File: src/rv32i_types.sv
package rv32i_types;

    // instruction word
    localparam int INST_W = 32;                       // rv32i fixed width

    // queue geometry
    localparam int QUEUE_DEPTH = 8;                   // entries per class queue, power of two
    localparam int QUEUE_PTR_W = $clog2(QUEUE_DEPTH); // index bits without wrap bit

    // program order tag
    // two more bits than the index so 16 in flight stays under half the tag range
    localparam int SEQ_W = QUEUE_PTR_W + 2;

    // opcode field, inst[6:0]
    localparam int OPCODE_W = 7;

    typedef logic [INST_W-1:0]            inst_t;     // one instruction word
    typedef logic [SEQ_W-1:0]             seq_t;      // wrapping age tag
    typedef logic [SEQ_W+INST_W-1:0]      entry_t;    // {tag, inst} as stored in a queue
    typedef logic [QUEUE_PTR_W:0]         ptr_t;      // index plus wrap bit
    typedef logic [OPCODE_W-1:0]          opcode_t;   // major opcode
    typedef logic [0:0]                   op_class_t; // 1 = memory, 0 = alu

    // memory class opcodes
    localparam opcode_t OP_LOAD  = 7'b0000011;        // lb/lh/lw/lbu/lhu
    localparam opcode_t OP_STORE = 7'b0100011;        // sb/sh/sw

    // class encodings on issue_class
    localparam op_class_t CLASS_ALU = 1'b0;
    localparam op_class_t CLASS_MEM = 1'b1;

    // field positions inside entry_t
    localparam int ENTRY_INST_LSB = 0;                // instruction in the low bits
    localparam int ENTRY_SEQ_LSB  = INST_W;           // tag sits right above it

    // opcode position inside an instruction
    localparam int OPCODE_LSB = 0;

endpackage : rv32i_types

File: src/queue.sv
`timescale 1ns/1ps

module queue
    import rv32i_types::*;
(
    input  logic   clk,
    input  logic   rst,

    input  entry_t wdata,      // word written at the tail
    input  logic   enqueue,    // push request that is dropped when full

    output entry_t rdata,      // word at the head with no read latency
    input  logic   dequeue,    // pop request that is dropped when empty

    output logic   full,
    output logic   empty
);

    entry_t storage [QUEUE_DEPTH];            // circular buffer of tagged words

    ptr_t head;                               // next entry to read with the wrap bit as msb
    ptr_t tail;                               // next free slot with the wrap bit as msb

    logic [QUEUE_PTR_W-1:0] head_idx;         // head without wrap bit
    logic [QUEUE_PTR_W-1:0] tail_idx;         // tail without wrap bit
    logic                   idx_match;        // both pointers on the same slot

    logic do_enq;                             // enqueue that actually happens
    logic do_deq;                             // dequeue that actually happens

    assign head_idx  = head[QUEUE_PTR_W-1:0];
    assign tail_idx  = tail[QUEUE_PTR_W-1:0];
    assign idx_match = (head_idx == tail_idx);

    // on the same slot the wrap bits tell full from empty
    assign full  = idx_match && (head[QUEUE_PTR_W] != tail[QUEUE_PTR_W]);
    assign empty = idx_match && (head[QUEUE_PTR_W] == tail[QUEUE_PTR_W]);

    // full and empty both come from the pointers of this cycle,
    // so push and pop together are fine whenever each is legal alone
    assign do_enq = enqueue && !full;
    assign do_deq = dequeue && !empty;

    // head entry is always visible
    assign rdata = storage[head_idx];         // only meaningful when !empty

    // payload write
    always_ff @(posedge clk)
    begin
        if (do_enq)
        begin
            storage[tail_idx] <= wdata;       // slot at tail is free
        end
    end

    // pointer update
    always_ff @(posedge clk)
    begin
        if (rst)
        begin
            head <= '0;                       // empty after reset
            tail <= '0;
        end
        else
        begin
            if (do_enq)
            begin
                tail <= tail + ptr_t'(1);     // carry into msb flips the wrap bit
            end
            if (do_deq)
            begin
                head <= head + ptr_t'(1);     // depth is a power of two so this wraps cleanly
            end
        end
    end

endmodule : queue

File: src/dispatch_router.sv
`timescale 1ns/1ps

module dispatch_router
    import rv32i_types::*;
(
    input  logic   clk,
    input  logic   rst,

    input  logic   disp_valid,      // decode has an instruction
    input  inst_t  disp_inst,       // decoded instruction word
    output logic   disp_ready,      // target class queue has room

    input  logic   alu_full,        // alu queue flag
    input  logic   mem_full,        // memory queue flag

    output logic   alu_enqueue,     // push into alu queue
    output logic   mem_enqueue,     // push into memory queue
    output entry_t enq_entry        // {seq, inst} shared by both queues
);

    opcode_t   opcode;              // major opcode of the incoming word
    op_class_t inst_class;          // which queue it belongs to
    logic      accept;              // dispatch handshake completes this cycle
    seq_t      seq;                 // tag for the next accepted instruction

    assign opcode = disp_inst[OPCODE_LSB +: OPCODE_W];

    // loads and stores go to the memory queue, everything else to alu
    assign inst_class = ((opcode == OP_LOAD) || (opcode == OP_STORE)) ? CLASS_MEM : CLASS_ALU;

    // ready looks only at the queue this instruction would land in
    assign disp_ready = (inst_class == CLASS_MEM) ? !mem_full : !alu_full;
    assign accept     = disp_valid && disp_ready;

    assign alu_enqueue = accept && (inst_class == CLASS_ALU);
    assign mem_enqueue = accept && (inst_class == CLASS_MEM);

    // both queues see the same word, only one enqueue is high
    assign enq_entry = {seq, disp_inst};

    // program order counter, wraps freely
    always_ff @(posedge clk)
    begin
        if (rst)
        begin
            seq <= '0;
        end
        else if (accept)
        begin
            seq <= seq + seq_t'(1);  // one tag per accepted instruction
        end
    end

endmodule : dispatch_router

File: src/issue_select.sv
`timescale 1ns/1ps

module issue_select
    import rv32i_types::*;
(
    input  entry_t    alu_head,     // alu queue head word
    input  logic      alu_empty,
    input  entry_t    mem_head,     // memory queue head word
    input  logic      mem_empty,

    input  logic      issue_ready,  // execute takes the instruction
    output logic      issue_valid,
    output inst_t     issue_inst,
    output op_class_t issue_class,

    output logic      alu_dequeue,  // pop alu head on transfer
    output logic      mem_dequeue   // pop memory head on transfer
);

    seq_t  alu_seq;                 // tag of alu head
    seq_t  mem_seq;                 // tag of memory head
    seq_t  seq_diff;                // alu minus mem, modulo tag range
    logic  alu_older;               // alu head was dispatched first
    logic  pick_mem;                // memory head is the one presented
    logic  issue_fire;              // issue handshake completes

    assign alu_seq = alu_head[ENTRY_SEQ_LSB +: SEQ_W];
    assign mem_seq = mem_head[ENTRY_SEQ_LSB +: SEQ_W];

    // in-flight span is below half the range, so a negative wrapped
    // difference means the alu tag comes first in program order
    assign seq_diff  = alu_seq - mem_seq;
    assign alu_older = seq_diff[SEQ_W-1];

    // tags are unique, so with both heads present exactly one is older
    always_comb
    begin
        if (mem_empty)
        begin
            pick_mem = 1'b0;        // alu head or nothing
        end
        else if (alu_empty)
        begin
            pick_mem = 1'b1;        // only memory has work
        end
        else
        begin
            pick_mem = !alu_older;  // oldest head wins
        end
    end

    assign issue_valid = !alu_empty || !mem_empty;
    assign issue_inst  = pick_mem ? mem_head[ENTRY_INST_LSB +: INST_W]
                                  : alu_head[ENTRY_INST_LSB +: INST_W];
    assign issue_class = pick_mem ? CLASS_MEM : CLASS_ALU;

    // handshake turns straight into a pop of the chosen queue
    assign issue_fire  = issue_valid && issue_ready;
    assign alu_dequeue = issue_fire && !pick_mem;
    assign mem_dequeue = issue_fire && pick_mem;

endmodule : issue_select

File: src/issue_buffer.sv
`timescale 1ns/1ps

module issue_buffer
    import rv32i_types::*;
(
    input  logic      clk,
    input  logic      rst,

    // dispatch side, valid/ready
    input  logic      disp_valid,
    input  inst_t     disp_inst,
    output logic      disp_ready,

    // issue side, valid/ready
    output logic      issue_valid,
    output inst_t     issue_inst,
    output op_class_t issue_class,
    input  logic      issue_ready
);

    entry_t enq_entry;              // tagged word from the router
    logic   alu_enqueue;
    logic   mem_enqueue;

    entry_t alu_head;               // heads seen by the selector
    entry_t mem_head;
    logic   alu_empty;
    logic   alu_full;
    logic   mem_empty;
    logic   mem_full;
    logic   alu_dequeue;            // pops driven by the selector
    logic   mem_dequeue;

    dispatch_router dispatch_router_inst (
        .clk         (clk),
        .rst         (rst),
        .disp_valid  (disp_valid),
        .disp_inst   (disp_inst),
        .disp_ready  (disp_ready),
        .alu_full    (alu_full),
        .mem_full    (mem_full),
        .alu_enqueue (alu_enqueue),
        .mem_enqueue (mem_enqueue),
        .enq_entry   (enq_entry)
    );

    // alu class storage
    queue alu_queue_inst (
        .clk     (clk),
        .rst     (rst),
        .wdata   (enq_entry),
        .enqueue (alu_enqueue),
        .rdata   (alu_head),
        .dequeue (alu_dequeue),
        .full    (alu_full),
        .empty   (alu_empty)
    );

    // load/store class storage
    queue mem_queue_inst (
        .clk     (clk),
        .rst     (rst),
        .wdata   (enq_entry),
        .enqueue (mem_enqueue),
        .rdata   (mem_head),
        .dequeue (mem_dequeue),
        .full    (mem_full),
        .empty   (mem_empty)
    );

    issue_select issue_select_inst (
        .alu_head    (alu_head),
        .alu_empty   (alu_empty),
        .mem_head    (mem_head),
        .mem_empty   (mem_empty),
        .issue_ready (issue_ready),
        .issue_valid (issue_valid),
        .issue_inst  (issue_inst),
        .issue_class (issue_class),
        .alu_dequeue (alu_dequeue),
        .mem_dequeue (mem_dequeue)
    );

endmodule : issue_buffer

File: config.mk
export PLATFORM = sky130hd
export DESIGN_NAME = issue_buffer
export DESIGN_NICKNAME = d
export VERILOG_FILES = /design/src/rv32i_types.sv /design/src/queue.sv /design/src/dispatch_router.sv /design/src/issue_select.sv /design/src/issue_buffer.sv
export SDC_FILE = /design/constraint.sdc
export NUM_CORES = 1
export LEC_CHECK = 0
export BUFFER_PORTS_ARGS = -buffer_cell sky130_fd_sc_hd__buf_2
export CAP_MARGIN = 20
export CORE_ASPECT_RATIO = 0.8
export CORE_MARGIN = 8
export CORE_UTILIZATION = 30
export CTS_CLUSTER_DIAMETER = 150
export DETAILED_ROUTE_END_ITERATION = 8
export GPL_TIMING_DRIVEN = 0
export HOLD_SLACK_MARGIN = 0.15
export PLACE_DENSITY = 0.51
export SETUP_SLACK_MARGIN = 0.15
export SLEW_MARGIN = 10
export SYNTH_ARGS = -nofsm -noshare
export SYNTH_HDL_FRONTEND = slang
export SYNTH_SLANG_ARGS = --single-unit
File: constraint.sdc
create_clock -name clk -period 7 [get_ports clk]
set_input_delay 0.7 -clock clk [delete_from_list [all_inputs] [get_ports clk]]
set_output_delay 0.7 -clock clk [all_outputs]
set_load 0.01 [all_outputs]
## Word level (Yosys, flattened, before mapping)

Memory sizes are Yosys's and may differ from the RTL's. A register that Yosys moved wholly into a read port is not among the register bits.
Index checks and enable logic that the tools add are counted.

- Memory bits (writable): 592
- Logic and storage cells: 58
- Register bits: 21
- Memories kept: 2

- Equality and inequality tests: 8
- Reductions and logical operators: 22
- Mux-type cells: 14
- Add/subtract/negate cells: 6
- Bitwise logic cells: 1

Memory list:

| name | depth | bits a word | read ports | clocked after memory_dff | write ports | line | text |
|---|---|---|---|---|---|---|---|
| alu_queue_inst.storage | 8 | 37 | 1 | 1 | 1 | queue.sv:19 | `entry_t storage [QUEUE_DEPTH];` |
| mem_queue_inst.storage | 8 | 37 | 1 | 1 | 1 | queue.sv:19 |  |

Operator list:

| operator | number |
|---|---|
| 2-to-1 mux 32 bit | 1 |
| adder 4 x 1 -> 4 bit, second input constant | 4 |
| logical AND 1 bit | 14 |
| 2-to-1 mux 3 bit | 4 |
| 2-to-1 mux 1 bit | 9 |
| == test 7 x 2 -> 1 bit, second input constant | 1 |
| == test 7 x 6 -> 1 bit, second input constant | 1 |
| == test 3 bit | 2 |
| zero test 1 bit | 6 |
| adder 5 x 1 -> 5 bit, second input constant | 1 |
| subtractor 5 bit | 1 |
| == test 1 bit | 2 |
| logical OR 1 bit | 2 |
| inequality test 1 bit | 2 |
| NOT 1 bit | 1 |

## Depth between registers and ports, before layout

- Word-level depth: 9
- Gate-level depth with buffers: 12
- Depth with buffers taken out: 9

## Hierarchy

A second synthesis with hierarchy kept.

- Cells, all modules: 1,144
- Area total of the unflattened synthesis: 24,855.1 um^2

By module, submodules not included:

| module | cells each | instances | area each (um^2) | seq. area each (um^2) |
|---|---|---|---|---|
| queue | 511 | 2 | 11,873.9 | 9,108.7 |
| dispatch_router | 67 | 1 | 559.3 | 100.1 |
| issue_select | 55 | 1 | 548.0 | 0.0 |

## Worst setup path after synthesis

No wires, ideal clock.

- Path kind: in2reg
- Start point: input disp_inst[3]
- End point: memory mem_queue_inst.storage[0][0] (netlist bit), enable pin
- Arrival time: 4,583 ps
- Setup slack: 1,932 ps
- Stages on the path: 5
- Buffers on the path: 0
- Path through: nor4_1 nand3_1 nor3b_1 nor2b_1 nor3b_1

- Longest elaborated chain between the ends: 9
- Elaborated cells on any way between the ends: 10

RTL lines:

| what | line | text |
|---|---|---|
| start: declaration | issue_buffer.sv:11 | `input inst_t disp_inst,` |
| == test 7 x 2 -> 1 bit / == test 7 x 6 -> 1 bit (equally long branches) | dispatch_router.sv:29 | `assign inst_class = ((opcode == OP_LOAD) \|\| (opcode == OP_STORE)) ? CLASS_MEM : CLASS_ALU;` |
| logical OR 1 bit (*) | dispatch_router.sv:29 |  |
| 2-to-1 mux 1 bit (*) | dispatch_router.sv:29 |  |
| 2-to-1 mux 1 bit | dispatch_router.sv:32 | `assign disp_ready = (inst_class == CLASS_MEM) ? !mem_full : !alu_full;` |
| logical AND 1 bit | dispatch_router.sv:33 | `assign accept = disp_valid && disp_ready;` |
| logical AND 1 bit (*) | dispatch_router.sv:36 | `assign mem_enqueue = accept && (inst_class == CLASS_MEM);` |
| logical AND 1 bit (*) | queue.sv:41 | `assign do_enq = enqueue && !full;` |
| 2-to-1 mux 1 bit (*) | queue.sv:50 | `if (do_enq)` |
| 2-to-1 mux 1 bit (not written as such) (*) | queue.sv:52 | `storage[tail_idx] <= wdata;` |
| end: declaration | queue.sv:19 |  |

Mark *: on every way between the ends. The rest lies on a longest branch, timed or not.

==> results_dict.tcl <==
set metrics [dict create \
    die-area_um2 88700 \
    synth_cells 1096 \
    numClockSinks 619 \
    overflow 0 \
    finalHoldViolations 0 \
    fin_skew_ps 21.1 \
    crit_top_cell "clkbuf_1" \
    drt-initial-drc-count 919 \
    insertion_delay_ps 620 \
    p_sw_share_pct 22.5 \
    grt_start_max_net_pins 24 \
    critPathCaptureType "primary output" \
    cts_setup_buffers 0 \
    io_pins 71 \
    critPathRequiredTime_ps 6300 \
    p_comb_share_pct 9.4 \
    peakVddDrop_mv 0.182 \
    grt_pass1_wl_um 84500 \
    start_util_pct 30.2 \
    leakagePower_nw 8.66 \
    drive_gt1_share_pct 29.3 \
    worstHoldPathType "in -> reg" \
    status "finished clean" \
    htree_levels 2 \
    clk_transition_reported_paths_ps 60 \
    min_period_ps 6510 \
    grt_pass1_vias 11940 \
    place_congestion 0.714 \
    yosys.area.top_type "edfxtp_1" \
    row_count 92 \
    drt_pass1_iterations 5 \
    clockPowerShare_pct 38.7 \
    netSwitchingPower_mw 1.79 \
    seq_power_share_pct 51.9 \
    ant_nets 0 \
    syn_to_final_growth_pct 18.5 \
    yosysUniqueCellTypes 39 \
    rsz0062_at_grt "false" \
    finalMaxSlewViolations 0 \
    finalSetupViolCount 0 \
    antenna_found_initial 6 \
    cpMaxStageDelayCell "clkbuf_1" \
    cp_max_fo 10 \
    avgSynthCellArea_um2 21.7 \
    dp_hpwl_um 38700 \
    cts_resized 0 \
    viasPerCell 4.82 \
    yosys-top-cells-area "edfxtp_1, mux4_2, dfxtp_1" \
    worst_slew_pin_slew_ps 1130 \
    path_cells "clkbuf_1, clkbuf_1, clkbuf_1, mux2i_1, ha_1, nand3_1, a21oi_1, o31a_1, o31ai_4, clkbuf_1, a211oi_1, a21oi_1, buf_2" \
    cts_made_buffers 58 \
    cp-start-kind "flop" \
    port_buffers 69 \
    tritoncts "done" \
    yosysTopAreaCellShare_pct 74.7 \
    ctsHoldBuffers 0 \
    fin_hold_ws_ps 455 \
    ys_seq_elements 619 \
    p_int_mw 6.17 \
    wire_per_inst_um 24.5 \
    netlist_area_um2 23800 \
    p_total_mw 7.95 \
    grt_usage_pct 13.1 \
    max_stage_delay_ps 800 \
    synth_nets 1140 \
    post-route-period-util_pct 93.1 \
    crit_arrival_ps 5810 \
    core_area_um2 78700 \
    relSlewSlack_pct 24.7 \
    die_height_um 268 \
    nets 1331 \
    routed_wl_um 58100 \
    fillers 7332 \
    clockBufferDepth 3 \
    ys_seq_area_share_pct 76.9 \
    root_buffer "clkbuf_16" \
    vias 11428 \
    ys_warn_count 0 \
    path_class "reg -> out" \
    die_w_um 331 \
    drc 0 \
    drv_cap 0 \
    cellPowerDensity_nw_per_um2 282 \
    max_freq_mhz 154 \
]
[cells by family (layout without fill, tap and decap cells)]
family          after synthesis  count (layout)  synth area share (%)
flops                       619             619                  76.9
mux                         199             199                  16.2
simple gates                111             111                  2.59
compound gates               76              76                  2.04
buf+inv                      62             300                  1.07
xor+xnor                     21              21                 0.772
fa+ha+maj                     8               8                 0.420
other cells                   0               2                     0
[critical path, delay by kind of cell, from the launching register on]
family,cells,cell delay [ps]
AO/OA/AOI/OAI,5,1410
adder cells (fa/ha/maj),1,300
buffers and inverters,5,2730
flip-flops,1,310
multiplexers,1,280
AND/OR/NAND/NOR,1,150
[sequential cells by signal (all words and copies together) (netlist names), named ones only]
name                      cells
mem_queue_inst.tail           4
alu_queue_inst.head           4
alu_queue_inst.storage      296
dispatch_router_inst.seq      5
mem_queue_inst.storage      296
mem_queue_inst.head           4
alu_queue_inst.tail           4
[path summary, 6_finish.rpt]
path / from / endpoint / slack (ps) / depth (start not counted)
max: flop / issue_inst[6] / 490 / 13
min: disp_inst[11] / alu_queue_inst.storage[4][11] / 450 / 1
max reg2reg: flop / mem_queue_inst.head[2] / 2340 / 12
min reg2reg: alu_queue_inst.head[3] / alu_queue_inst.head[3] / 500 / 2
[power by group through the flow]
stage | combinational, mW | clock, mW | sequential (mW)
4_1_cts | 0.763 | 3.15 | 4.13
3_3_place_gp | 0.720 | 0 | 4.21
3_5_place_dp | 0.761 | 0 | 4.21
6_report | 0.749 | 3.07 | 4.13
2_1_floorplan | 0.445 | 0 | 4.20
5_1_grt | 0.812 | 3.29 | 4.13
[per-layer routing]
metal,part of all wire (%),vias up,track usage [%],wire (um)
met5,0.067,-,0,39
met4,1.8,6,3.06,1050
met1,48,6133,18.9,27700
met2,46,247,20.2,26500
li1,-,4956,-,-
met3,4.9,86,2.82,2820
[synthesized netlist by cell type]
library cell	n
mux2i_1	44
inv_1	3
o21ai_0	1
nor4_2	1
nor3_1	3
mux2_2	7
o211ai_1	1
and3_1	2
a311oi_1	1
buf_6	2
dfxtp_1	27
nor2b_1	34
or3_1	3
o31ai_4	1
xor2_1	15
or4b_2	2
nand2b_1	5
nor2_2	1
a211oi_1	32
and3b_1	2
o31a_1	1
mux4_2	148
nor3b_1	4
ha_1	8
or4b_1	1
clkbuf_1	38
and2_1	1
nor2_1	28
nand3_1	5
buf_1	14
a21oi_1	37
or4_1	1
nor4_1	3
nand2_1	11
o21ai_1	2
edfxtp_1	592
nand4_1	4
xnor2_1	6
buf_2	5
[metrics by stage]
| step | worst slack [ps] | util [%] | setup TNS (ps) | instance area, um2 | instances |
|---|---|---|---|---|---|
| finish | 486 | 35.8 | 0 | 28200 | 2370 |
| CTS | 350 | 35.8 | 0 | 28200 | 2364 |
| floorplan | 1930 | - | 0 | 23800 | 1096 |
| detailed placement | 1050 | 33.5 | 0 | 26400 | 2257 |
| global placement | -2400 | 32.3 | -463980 | 25400 | 2199 |
| global route | 186 | 35.8 | 0 | 28200 | 2368 |
[layout make-up]
class	instances	area (um2)	share of cell area [%]
diodes	2	5.00	0.0177
plain buffers	59	244	0.864
clock buffers	73	1530	5.42
clock inverters	34	285	1.01
inverters	3	11.3	0.0399
multi-input cells	415	5330	18.9
flip-flops and latches	619	18300	64.9
well taps	1034	1290	4.58
repair buffers	131	1210	4.30
[placed cells by master, fill, tap and decap left out, types with 4 or more instances in the layout]
cell type,instances
xor2_1,15
nor2_4,7
nand2b_1,5
nor2_1,21
a21oi_1,37
nand2_1,11
clkinv_2,9
bufinv_16,5
a211oi_1,32
nand3_1,5
mux2i_1,44
buf_12,7
buf_6,23
buf_4,21
ha_1,8
edfxtp_1,592
nand4_1,4
clkinv_1,17
clkbuf_1,52
mux4_2,148
clkbuf_16,59
buf_2,75
nor2b_1,34
dfxtp_1,27
buf_16,11
buf_1,13
mux2_2,7
xnor2_1,6
No activity file was read; power rests on OpenSTA's default activity.
